### src/design/mem_ctrl_pkg.sv
// DESC_DEPTH must stay equal to 2**DESC_IDX_W and loop counts are at most 8 bits wide
package mem_ctrl_pkg;

  // ********************************************************************
  // widths
  // ********************************************************************
  localparam int ADDR_W     = 32;  // byte address
  localparam int TX_SIZE_W  = 10;  // request size field
  localparam int LOOP_W     = 8;   // loop count and loop max
  localparam int DESC_IDX_W = 3;
  localparam int DESC_DEPTH = 8;   // entries per descriptor table

  // ********************************************************************
  // scalar types
  // ********************************************************************
  typedef logic [ADDR_W-1:0] addr_t;

  typedef logic [TX_SIZE_W-1:0] tx_size_t;

  // also used for the descriptor index counters, low bits only
  typedef logic [LOOP_W-1:0] loop_t;

  typedef logic [DESC_IDX_W-1:0] desc_idx_t;

endpackage

### src/design/mem_desc_pkg.sv
// descriptor records as loaded into the tables; loop_max fields hold the request count minus one
package mem_desc_pkg;

  // ********************************************************************
  // read descriptor
  // ********************************************************************
  // buffer phase runs first, then the stream phase
  typedef struct packed {
    mem_ctrl_pkg::addr_t    buffer_base;
    mem_ctrl_pkg::addr_t    buffer_offset;    // byte stride
    mem_ctrl_pkg::loop_t    buffer_loop_max;  // requests minus one
    mem_ctrl_pkg::tx_size_t buffer_size;
    mem_ctrl_pkg::addr_t    stream_base;
    mem_ctrl_pkg::addr_t    stream_offset;    // byte stride
    mem_ctrl_pkg::loop_t    stream_loop_max;
    mem_ctrl_pkg::tx_size_t stream_size;
  } rd_desc_t;

  // ********************************************************************
  // write descriptor
  // ********************************************************************
  // one burst per descriptor, closed by wr_done
  typedef struct packed {
    mem_ctrl_pkg::addr_t    base;
    mem_ctrl_pkg::addr_t    offset;
    mem_ctrl_pkg::loop_t    loop_max;  // burst length minus one
    mem_ctrl_pkg::tx_size_t size;
  } wr_desc_t;

endpackage

### src/design/loop_counter.sv
// count wraps to zero after reaching max and max may change only while the counter is idle
`timescale 1ns/1ps

module loop_counter (
  input  logic                clk,
  input  logic                reset,
  input  logic                clear,
  input  logic                inc,
  input  mem_ctrl_pkg::loop_t max,
  output mem_ctrl_pkg::loop_t count,
  output logic                last
);

  // terminal value reached, next inc wraps
  assign last = (count == max);

  always_ff @(posedge clk) begin
    if (reset) begin
      count <= '0;
    end else if (clear) begin
      count <= '0;
    end else if (inc) begin
      if (last) begin
        count <= '0;
      end else begin
        count <= count + 1'b1;
      end
    end
  end

  // clear and inc come from different phases of the owning FSM
  a_no_inc_with_clear: assert property (
    @(posedge clk) disable iff (reset) !(inc && clear)
  );

endmodule

### src/design/desc_table.sv
// registered read returns the old entry when load and read hit the same index in one cycle
`timescale 1ns/1ps

module desc_table #(
  parameter type entry_t = logic
) (
  input  logic                    clk,
  input  logic                    load,
  input  mem_ctrl_pkg::desc_idx_t load_idx,
  input  entry_t                  load_entry,
  input  mem_ctrl_pkg::desc_idx_t rd_idx,
  output entry_t                  entry
);

  // ********************************************************************
  // storage
  // ********************************************************************
  entry_t mem [mem_ctrl_pkg::DESC_DEPTH];

  // load port, one entry per strobe
  always_ff @(posedge clk) begin
    if (load) begin
      mem[load_idx] <= load_entry;
    end
  end

  // ********************************************************************
  // read stage
  // ********************************************************************
  // entry follows rd_idx by one cycle
  always_ff @(posedge clk) begin
    entry <= mem[rd_idx];
  end

endmodule

### src/design/read_sequencer.sv
// reads of descriptor i are issued only once wr_idx has reached i and last_idx is held during a run
`timescale 1ns/1ps

module read_sequencer (
  input  logic                    clk,
  input  logic                    reset,
  input  logic                    start,
  input  mem_ctrl_pkg::desc_idx_t last_idx,
  input  mem_ctrl_pkg::desc_idx_t wr_idx,
  output mem_ctrl_pkg::desc_idx_t desc_idx,
  input  mem_desc_pkg::rd_desc_t  desc,
  input  logic                    rd_ready,
  output logic                    rd_req,
  output mem_ctrl_pkg::addr_t     rd_addr,
  output mem_ctrl_pkg::tx_size_t  rd_size,
  output logic                    rd_buffer
);

  typedef enum logic [1:0] {
    RD_IDLE,
    RD_FETCH,
    RD_BUFFER,
    RD_STREAM
  } rd_state_t;

  rd_state_t              state;
  logic                   fetch_wait;     // second fetch cycle with valid table output
  logic                   latch_desc;
  logic                   throttle_open;
  logic                   buf_req;
  logic                   strm_req;
  logic                   buf_last;
  logic                   strm_last;
  logic                   idx_last;
  logic                   desc_done;
  mem_ctrl_pkg::loop_t    idx_count;
  mem_ctrl_pkg::loop_t    idx_max;
  mem_desc_pkg::rd_desc_t desc_q;
  mem_ctrl_pkg::addr_t    buf_addr;
  mem_ctrl_pkg::addr_t    strm_addr;

  // ********************************************************************
  // request generation
  // ********************************************************************
  assign latch_desc    = (state == RD_FETCH) && fetch_wait;
  assign throttle_open = (desc_idx <= wr_idx);  // writes caught up with us
  assign buf_req       = (state == RD_BUFFER) && rd_ready && throttle_open;
  assign strm_req      = (state == RD_STREAM) && rd_ready && throttle_open;
  assign desc_done     = strm_req && strm_last;

  assign rd_req    = buf_req || strm_req;
  assign rd_buffer = (state == RD_BUFFER);
  assign rd_addr   = rd_buffer ? buf_addr : strm_addr;
  assign rd_size   = rd_buffer ? desc_q.buffer_size : desc_q.stream_size;

  // ********************************************************************
  // FSM
  // ********************************************************************
  always_ff @(posedge clk) begin
    if (reset) begin
      state      <= RD_IDLE;
      fetch_wait <= 1'b0;
    end else begin
      case (state)
        RD_IDLE: begin
          if (start) state <= RD_FETCH;
        end
        RD_FETCH: begin
          fetch_wait <= !fetch_wait;
          if (fetch_wait) state <= RD_BUFFER;
        end
        RD_BUFFER: begin
          if (buf_req && buf_last) state <= RD_STREAM;
        end
        RD_STREAM: begin
          if (desc_done) begin
            if (idx_last) begin
              state <= RD_IDLE;   // whole table walked
            end else begin
              state <= RD_FETCH;
            end
          end
        end
        default: state <= RD_IDLE;
      endcase
    end
  end

  // descriptor and strided addresses
  always_ff @(posedge clk) begin
    if (latch_desc) begin
      desc_q    <= desc;
      buf_addr  <= desc.buffer_base;
      strm_addr <= desc.stream_base;
    end else begin
      if (buf_req) buf_addr <= buf_addr + desc_q.buffer_offset;
      if (strm_req) strm_addr <= strm_addr + desc_q.stream_offset;
    end
  end

  // ********************************************************************
  // loop and index counters
  // ********************************************************************
  loop_counter buf_loop_i (
    .clk   (clk),
    .reset (reset),
    .clear (latch_desc),
    .inc   (buf_req),
    .max   (desc_q.buffer_loop_max),
    .count (),
    .last  (buf_last)
  );

  loop_counter strm_loop_i (
    .clk   (clk),
    .reset (reset),
    .clear (latch_desc),
    .inc   (strm_req),
    .max   (desc_q.stream_loop_max),
    .count (),
    .last  (strm_last)
  );

  assign idx_max  = mem_ctrl_pkg::loop_t'(last_idx);
  assign desc_idx = idx_count[mem_ctrl_pkg::DESC_IDX_W-1:0];

  // wraps back to entry 0 after last_idx
  loop_counter idx_cnt_i (
    .clk   (clk),
    .reset (reset),
    .clear (1'b0),
    .inc   (desc_done),
    .max   (idx_max),
    .count (idx_count),
    .last  (idx_last)
  );

  // last_idx must hold while a run is in progress
  a_last_idx_stable: assert property (
    @(posedge clk) disable iff (reset) (state != RD_IDLE) |-> $stable(last_idx)
  );

endmodule

### src/design/write_sequencer.sv
// wr_done is taken only after a finished burst and desc_idx stays at last_idx after done
`timescale 1ns/1ps

module write_sequencer (
  input  logic                    clk,
  input  logic                    reset,
  input  logic                    start,
  input  mem_ctrl_pkg::desc_idx_t last_idx,
  output mem_ctrl_pkg::desc_idx_t desc_idx,
  input  mem_desc_pkg::wr_desc_t  desc,
  input  logic                    wr_ready,
  output logic                    wr_req,
  output mem_ctrl_pkg::addr_t     wr_addr,
  output mem_ctrl_pkg::tx_size_t  wr_size,
  input  logic                    wr_done,
  output logic                    done
);

  typedef enum logic [1:0] {
    WR_IDLE,
    WR_FETCH,
    WR_BURST,
    WR_WAIT
  } wr_state_t;

  wr_state_t              state;
  logic                   fetch_wait;
  logic                   latch_desc;
  logic                   burst_last;
  logic                   idx_last;
  logic                   idx_clear;
  logic                   idx_inc;
  mem_ctrl_pkg::loop_t    idx_count;
  mem_ctrl_pkg::loop_t    idx_max;
  mem_desc_pkg::wr_desc_t desc_q;

  assign latch_desc = (state == WR_FETCH) && fetch_wait;
  assign wr_req     = (state == WR_BURST) && wr_ready;
  assign wr_size    = desc_q.size;

  // index stays on the last entry after done so trailing reads see an open throttle
  assign idx_clear = (state == WR_IDLE) && start;
  assign idx_inc   = (state == WR_WAIT) && wr_done && !idx_last;

  // ********************************************************************
  // FSM
  // ********************************************************************
  always_ff @(posedge clk) begin
    if (reset) begin
      state      <= WR_IDLE;
      fetch_wait <= 1'b0;
      done       <= 1'b0;
    end else begin
      done <= (state == WR_WAIT) && wr_done && idx_last;  // one cycle after final ack
      case (state)
        WR_IDLE: begin
          if (start) state <= WR_FETCH;
        end
        WR_FETCH: begin
          fetch_wait <= !fetch_wait;
          if (fetch_wait) state <= WR_BURST;
        end
        WR_BURST: begin
          if (wr_req && burst_last) state <= WR_WAIT;
        end
        WR_WAIT: begin
          if (wr_done) begin
            if (idx_last) begin
              state <= WR_IDLE;
            end else begin
              state <= WR_FETCH;
            end
          end
        end
        default: state <= WR_IDLE;
      endcase
    end
  end

  always_ff @(posedge clk) begin
    if (latch_desc) begin
      desc_q  <= desc;
      wr_addr <= desc.base;
    end else if (wr_req) begin
      wr_addr <= wr_addr + desc_q.offset;  // next beat of the burst
    end
  end

  // ********************************************************************
  // counters
  // ********************************************************************
  loop_counter burst_cnt_i (
    .clk   (clk),
    .reset (reset),
    .clear (latch_desc),
    .inc   (wr_req),
    .max   (desc_q.loop_max),
    .count (),
    .last  (burst_last)
  );

  assign idx_max  = mem_ctrl_pkg::loop_t'(last_idx);
  assign desc_idx = idx_count[mem_ctrl_pkg::DESC_IDX_W-1:0];

  loop_counter idx_cnt_i (
    .clk   (clk),
    .reset (reset),
    .clear (idx_clear),
    .inc   (idx_inc),
    .max   (idx_max),
    .count (idx_count),
    .last  (idx_last)
  );

  // last_idx must hold while a run is in progress
  a_last_idx_stable: assert property (
    @(posedge clk) disable iff (reset) (state != WR_IDLE) |-> $stable(last_idx)
  );

  // memory side may ack only a finished burst
  a_done_in_wait: assert property (
    @(posedge clk) disable iff (reset) wr_done |-> (state == WR_WAIT)
  );

endmodule

### src/design/mem_ctrl_top.sv
// tables may be loaded only while both sequencers are idle and start is a single-cycle strobe
`timescale 1ns/1ps

module mem_ctrl_top (
  input  logic                    clk,
  input  logic                    reset,
  // descriptor loading
  input  logic                    rd_desc_load,
  input  mem_ctrl_pkg::desc_idx_t rd_desc_idx,
  input  mem_desc_pkg::rd_desc_t  rd_desc,
  input  logic                    wr_desc_load,
  input  mem_ctrl_pkg::desc_idx_t wr_desc_idx,
  input  mem_desc_pkg::wr_desc_t  wr_desc,
  input  mem_ctrl_pkg::desc_idx_t rd_last_idx,
  input  mem_ctrl_pkg::desc_idx_t wr_last_idx,
  // run control
  input  logic                    start,
  output logic                    done,
  // read side
  input  logic                    rd_ready,
  output logic                    rd_req,
  output mem_ctrl_pkg::addr_t     rd_addr,
  output mem_ctrl_pkg::tx_size_t  rd_size,
  output logic                    rd_buffer,
  // write side
  input  logic                    wr_ready,
  output logic                    wr_req,
  output mem_ctrl_pkg::addr_t     wr_addr,
  output mem_ctrl_pkg::tx_size_t  wr_size,
  input  logic                    wr_done
);

  mem_ctrl_pkg::desc_idx_t rd_tbl_idx;
  mem_desc_pkg::rd_desc_t  rd_tbl_entry;
  mem_ctrl_pkg::desc_idx_t wr_tbl_idx;   // also the throttle reference
  mem_desc_pkg::wr_desc_t  wr_tbl_entry;

  // ********************************************************************
  // descriptor tables
  // ********************************************************************
  desc_table #(.entry_t(mem_desc_pkg::rd_desc_t)) rd_table_i (
    .clk        (clk),
    .load       (rd_desc_load),
    .load_idx   (rd_desc_idx),
    .load_entry (rd_desc),
    .rd_idx     (rd_tbl_idx),
    .entry      (rd_tbl_entry)
  );

  desc_table #(.entry_t(mem_desc_pkg::wr_desc_t)) wr_table_i (
    .clk        (clk),
    .load       (wr_desc_load),
    .load_idx   (wr_desc_idx),
    .load_entry (wr_desc),
    .rd_idx     (wr_tbl_idx),
    .entry      (wr_tbl_entry)
  );

  // ********************************************************************
  // sequencers
  // ********************************************************************
  read_sequencer rd_seq_i (
    .clk       (clk),
    .reset     (reset),
    .start     (start),
    .last_idx  (rd_last_idx),
    .wr_idx    (wr_tbl_idx),
    .desc_idx  (rd_tbl_idx),
    .desc      (rd_tbl_entry),
    .rd_ready  (rd_ready),
    .rd_req    (rd_req),
    .rd_addr   (rd_addr),
    .rd_size   (rd_size),
    .rd_buffer (rd_buffer)
  );

  write_sequencer wr_seq_i (
    .clk      (clk),
    .reset    (reset),
    .start    (start),
    .last_idx (wr_last_idx),
    .desc_idx (wr_tbl_idx),
    .desc     (wr_tbl_entry),
    .wr_ready (wr_ready),
    .wr_req   (wr_req),
    .wr_addr  (wr_addr),
    .wr_size  (wr_size),
    .wr_done  (wr_done),
    .done     (done)
  );

endmodule

### config.mk
export PLATFORM = sky130hd
export DESIGN_NAME = mem_ctrl_top
export DESIGN_NICKNAME = d
export VERILOG_FILES = /design/src/design/mem_ctrl_pkg.sv /design/src/design/mem_desc_pkg.sv /design/src/design/loop_counter.sv /design/src/design/desc_table.sv /design/src/design/read_sequencer.sv /design/src/design/write_sequencer.sv /design/src/design/mem_ctrl_top.sv
export SDC_FILE = /design/constraint.sdc
export NUM_CORES = 2
export LEC_CHECK = 0
export BUFFER_PORTS_ARGS = -buffer_cell sky130_fd_sc_hd__buf_2
export CORE_MARGIN = 2
export CORE_UTILIZATION = 55
export CTS_CLUSTER_SIZE = 24
export DETAILED_ROUTE_END_ITERATION = 16
export PLACE_DENSITY_LB_ADDON = 0.1
export SYNTH_ARGS = -nofsm -noshare
export SYNTH_HDL_FRONTEND = slang
export SYNTH_SLANG_ARGS = --single-unit
### constraint.sdc
create_clock -name clk -period 14.2 [get_ports clk]
set_clock_uncertainty 0.2 [all_clocks]
set_input_delay 1.42 -clock clk [delete_from_list [all_inputs] [get_ports clk]]
set_output_delay 1.42 -clock clk [all_outputs]
set_load 0.1 [all_outputs]
# == Word level (Yosys, flattened, before mapping) ==
# Memories as Yosys holds them, arrays and structs flattened. A register that Yosys moved wholly into a read port is not among the register bits.
# Cells that the tools add are included.
# totals
register_bits,293
mem_bits_rw,1968
inputBits,266
out_inout_bits,88
word_cells,108
mem_count,2
# classes
addsub,8
magnitude_cmp,1
eq_ne,19
n_mux,28
n_reduce_logical,28
# memory_table
name,depth,word_bits,rd,rd_clocked_by_memory_dff,write_ports,line_no,text
rd_table_i.mem,8,164,1,1,1,desc_table.sv:18,entry_t mem [mem_ctrl_pkg::DESC_DEPTH];
wr_table_i.mem,8,82,1,1,1,desc_table.sv:18,
# op_table
cell,n
$mux 32,7
$add 32x32->32,3
$add 8x1->8 const B,5
$mux 8,5
$eq 8x8->1,3
$eq 8x3->1,2
$pmux 2 s4,2
$logic_and 1x1->1,14
$mux 2,7
$mux 10,1
$ne 2x2->1 const B,5
$eq 2x2->1 const B,4
$reduce_and 4->1,2
$mux 1,6
$ne 2x1->1 const B,3
$reduce_bool 2->1,3
$reduce_or 2->1,3
$eq 2x1->1 const B,2
$logic_not 2->1,2
$le 3x3->1,1
$logic_not 1->1,3
$logic_or 1x1->1,1

# == Longest topological paths before layout ==
# logic_depth
depth_word,6
ltp_mapped,13
mapped_depth_nobuf,10

# == Hierarchy ==
# A second synthesis with hierarchy kept.
# unflattened
hier_cells,4687
area_unflattened_um2,97489.8
# by_module_without_submodules
mod,instances,cells_per_inst,area_per_inst_um2,seq_area_each_um2
desc_table (rd_table_i),1,2072,53485.0,42680.9
desc_table (wr_table_i),1,1042,27048.4,21340.5
read_sequencer,1,831,9560.4,4984.8
write_sequencer,1,497,5225.0,2542.4
loop_counter,5,49,434.2,160.2

# == Least setup slack after synthesis ==
# Ideal clock, no wire load.
# synth_timing
kind,input -> register
from,input port rd_desc_idx[0]
to,memory rd_table_i.mem[0][0] in the netlist's numbering (enable)
setup_time_ps,891
arrival_ps,12712
t_required_ps,13109
slack_ps,397
stages,1
path_buffers,0
cell_sequence,nor3_1
# synth_rtl
element,line_no,text
start: declaration,mem_ctrl_top.sv:9,"input mem_ctrl_pkg::desc_idx_t rd_desc_idx,"
end: declaration,desc_table.sv:18,
# No word-level cell before the write port.

# == Final worst setup path ==
# layout_timing
from,register wr_seq_i.idx_cnt_i.count[2]
to,output port rd_req
# layout_between
elab_chain_cells,3
word_cells_on_any_way,4
classes_between,order compare (1); reduce/logical (3)
# layout_lines
element,line_no,text
start: declaration,loop_counter.sv:10,"output mem_ctrl_pkg::loop_t count,"
start signal: assignment,loop_counter.sv:26,count <= count + 1'b1;
$le 3x3->1 *,read_sequencer.sv:46,assign throttle_open = (desc_idx <= wr_idx);
$logic_and 1x1->1 (on tied branches),"read_sequencer.sv:47, read_sequencer.sv:48",
$logic_or 1x1->1 *,read_sequencer.sv:51,assign rd_req = buf_req || strm_req;
end: declaration,mem_ctrl_top.sv:21,"output logic rd_req,"
# Every way passes the cells marked *; elsewhere a longest branch is shown, timed or not.

==> impl_metrics.env <==
export IMPL_status="completed"
export IMPL_synth_area_top_cells="edfxtp_1 (70%), mux4_2 (12%), dfxtp_1 (6.2%)"
export IMPL_antenna_left=0
export IMPL_maxCapViolCount=0
export IMPL_fp_dieH_um=420.1
export IMPL_p_per_area_nw_per_um2=159.9
export IMPL_cts_tree="done"
export IMPL_slowest_delay_ns=0.80
export IMPL_die_x_um=420.1
export IMPL_synth_ff_type="edfxtp_1"
export IMPL_tns_ns=0
export IMPL_crit_chain="clkinv_2, ha_1, o21a_1, o21ai_1, and2_1, nand2_1, nand2_1, buf_2"
export IMPL_synth_edf_count=2214
export IMPL_netlist_instances=4826
export IMPL_setup_worst_path_start_class="flop"
export IMPL_pre_cts_slack_ns=8.678
export IMPL_layout_nets=5692
export IMPL_vias_per_cell=5.848
export IMPL_first_pass_iters=5
export IMPL_synth_seq_cells=2507
export IMPL_synth_nets=5206
export IMPL_drv_slew=0
export IMPL_num_rows=152
export IMPL_overflow=0
export IMPL_hold_viol=0
export IMPL_ys_warn_count=0
export IMPL_final_period_utilization_pct=43.39
export IMPL_ys_seq_area_share_pct=75.98
export IMPL_max_freq_mhz=162.3
export IMPL_postCtsHoldBufs=0
export IMPL_worstMarginPinSlew_ns=1.165
export IMPL_timing_final_ws_setup_ns=8.038
export IMPL_synthesis_area_um2=95220
export IMPL_wl_per_cell_um=26.74
export IMPL_clock_sinks=2507
export IMPL_drt_initial_drc_count=3708
export IMPL_whs_ns=0.1958
export IMPL_yosys_area_top_type="edfxtp_1"
export IMPL_num_io_pins=354
export IMPL_dieArea_um2=176500
export IMPL_grt_pass1_vias=46983
export IMPL_syn_avg_cell_area_um2=19.73
export IMPL_slowest_stage="dfxtp_4"
export IMPL_grt_max_degree=145
export IMPL_critPathMostFrequentCell="nand2_1"
export IMPL_htreeDepth=5
export IMPL_grt_antenna_before_repair=71
export IMPL_core_area_um2=171700
export IMPL_root_buffer="clkbuf_16"
export IMPL_grt_total_usage_pct=24.00
export IMPL_synth_cell_types=77
export IMPL_dp_cells=7346
export IMPL_ir_drop_mv=0.1179
export IMPL_period_needed_ns=6.162
export IMPL_relSlewSlack_pct=22.35
export IMPL_crit_fanout=49
export IMPL_async_reset_ff_share_pct=0
export IMPL_clock_path_buffers=4
export IMPL_p_leak_nw=35.90
export IMPL_dp_hpwl_um=122300
export IMPL_area_delta_synth_final_pct=13.66
export IMPL_initial_utilization_pct=55.44
export IMPL_arrival_ns=4.54
export IMPL_synthTopCellsByCount="edfxtp_1 (2,214), mux4_2 (492), nand2_1 (371), dfxtp_1 (293), mux2_2 (206)"
export IMPL_drc_errors=0
export IMPL_vias=45866
export IMPL_drive_above_1_share_pct=27.93
export IMPL_numCtsBuffers=274
export IMPL_rsz0062_at_grt="no"
export IMPL_end_kind="output pin"
export IMPL_globalplace_congestion=0.8891
export IMPL_fin_cells=7843
export IMPL_cts_resized=0
export IMPL_clock_latency_ns=0.91
export IMPL_grt_pass1_wl_um=306900
export IMPL_synth_most_common_cell="edfxtp_1"
export IMPL_crit_type="reg -> out"
export IMPL_clkTransAtPathRegs_ns=0.06
export IMPL_crit_required_ns=12.58
export IMPL_total_power_mw=17.30
export IMPL_postCtsSetupBuffers=0
export IMPL_wirelength_um=209700
export IMPL_finalSetupViolations=0
export IMPL_io_buffers=353
export IMPL_hp_class="reg -> reg"
export IMPL_yosysTopAreaCellShare_pct=69.82
logic make-up (layout without fill, tap and decap cells):
| logic type | count (synthesis) | after routing | synth area share, % |
|---|---|---|---|
| simple gates | 698 | 698 | 3.231 |
| other cells | 0 | 22 | 0 |
| buf+inv | 256 | 941 | 1.118 |
| flops | 2507 | 2507 | 75.98 |
| fa+ha+maj | 114 | 114 | 1.522 |
| mux | 704 | 704 | 14.14 |
| xor+xnor | 141 | 141 | 1.297 |
| compound gates | 406 | 406 | 2.712 |
path summary, 6_finish.rpt:
check / startpoint / to / slack [ns] / cells past startpoint
hold / removal: rd_table_i.entry[93] / rd_seq_i.desc_q[93] / 0.20 / 0
setup reg to reg: rd_seq_i.idx_cnt_i.count[0] / rd_table_i.entry[139] / 9.42 / 5
hold reg to reg: rd_table_i.entry[93] / rd_seq_i.desc_q[93] / 0.20 / 0
setup / recovery: wr_seq_i.idx_cnt_i.count[2] / rd_req / 8.04 / 8
per-layer routing:
metal | vias up | share of wire, % | GRT usage [%]
li1 | 20313 | - | -
met1 | 23877 | 40 | 30.90
met2 | 1216 | 51 | 40.07
met3 | 422 | 5.7 | 5.240
met4 | 38 | 3.6 | 9.407
met5 | - | 0.11 | 0
registers in the layout, summed over array words and instances, names as in the netlist:
register,cells
wr_seq_i.state,2
rd_seq_i.state,2
wr_seq_i.idx_cnt_i.count,8
rd_seq_i.buf_addr,32
wr_seq_i.fetch_wait,1
rd_seq_i.idx_cnt_i.count,8
rd_seq_i.buf_loop_i.count,8
wr_seq_i.wr_size,10
wr_table_i.entry,82
wr_table_i.mem,656
wr_seq_i.desc_q,40
wr_seq_i.done,1
wr_seq_i.wr_addr,32
rd_seq_i.strm_loop_i.count,8
rd_table_i.mem,1312
rd_seq_i.desc_q,100
rd_table_i.entry,164
rd_seq_i.fetch_wait,1
wr_seq_i.burst_cnt_i.count,8
rd_seq_i.strm_addr,32
final cells by class:
class	instances	area, um2
Clock inverter	97	849.6
Timing Repair Buffer	423	2355
Multi-Input combinational cell	2063	21920
Tap cell	2310	2890
Clock buffer	378	7606
Sequential cell	2507	72370
Inverter	43	170.2
Antenna cell	22	55.05
Fill cell	11945	63510
metrics by stage:
stage	util [%]	instance area [um2]
after floorplan	-	95220
after global placement	58.06	99710
after detailed placement	58.06	99710
after CTS	62.98	108200
after global routing	63.01	108200
final	63.02	108200
critical path: cells and delay by family (launching register included):
| family | cells | cell delay (ns) |
|---|---|---|
| buf+inv | 2 | 1.13 |
| flops | 1 | 0.80 |
| simple gates | 3 | 0.71 |
| fa+ha+maj | 1 | 0.51 |
| compound gates | 2 | 0.46 |
report_power, final:
| part | total (mW) | leakage, nW | internal, mW | switching (mW) |
|---|---|---|---|---|
| registers | 8.61 | 22.6 | 8.45 | 0.161 |
| logic | 1.99 | 9.20 | 0.593 | 1.39 |
| clock network | 6.71 | 4.14 | 3.99 | 2.72 |
cells in the final DEF (no fill, tap or decap), types with 29 or more instances in the layout:
cell | netlist | layout
a21o_1 | 56 | 56
a21oi_1 | 132 | 132
buf_2 | 46 | 353
buf_4 | 12 | 65
clkbuf_1 | 125 | 76
clkbuf_16 | 0 | 281
clkinv_1 | 0 | 29
clkinv_2 | 0 | 40
dfxtp_1 | 293 | 287
edfxtp_1 | 2214 | 2214
ha_1 | 111 | 110
inv_1 | 43 | 40
mux2_2 | 206 | 206
mux4_2 | 492 | 492
nand2_1 | 371 | 370
nand3_1 | 35 | 35
nor2_1 | 147 | 135
o21ai_0 | 79 | 79
xnor2_1 | 66 | 66
xor2_1 | 75 | 75
No activity file was read; power rests on OpenSTA's default activity.
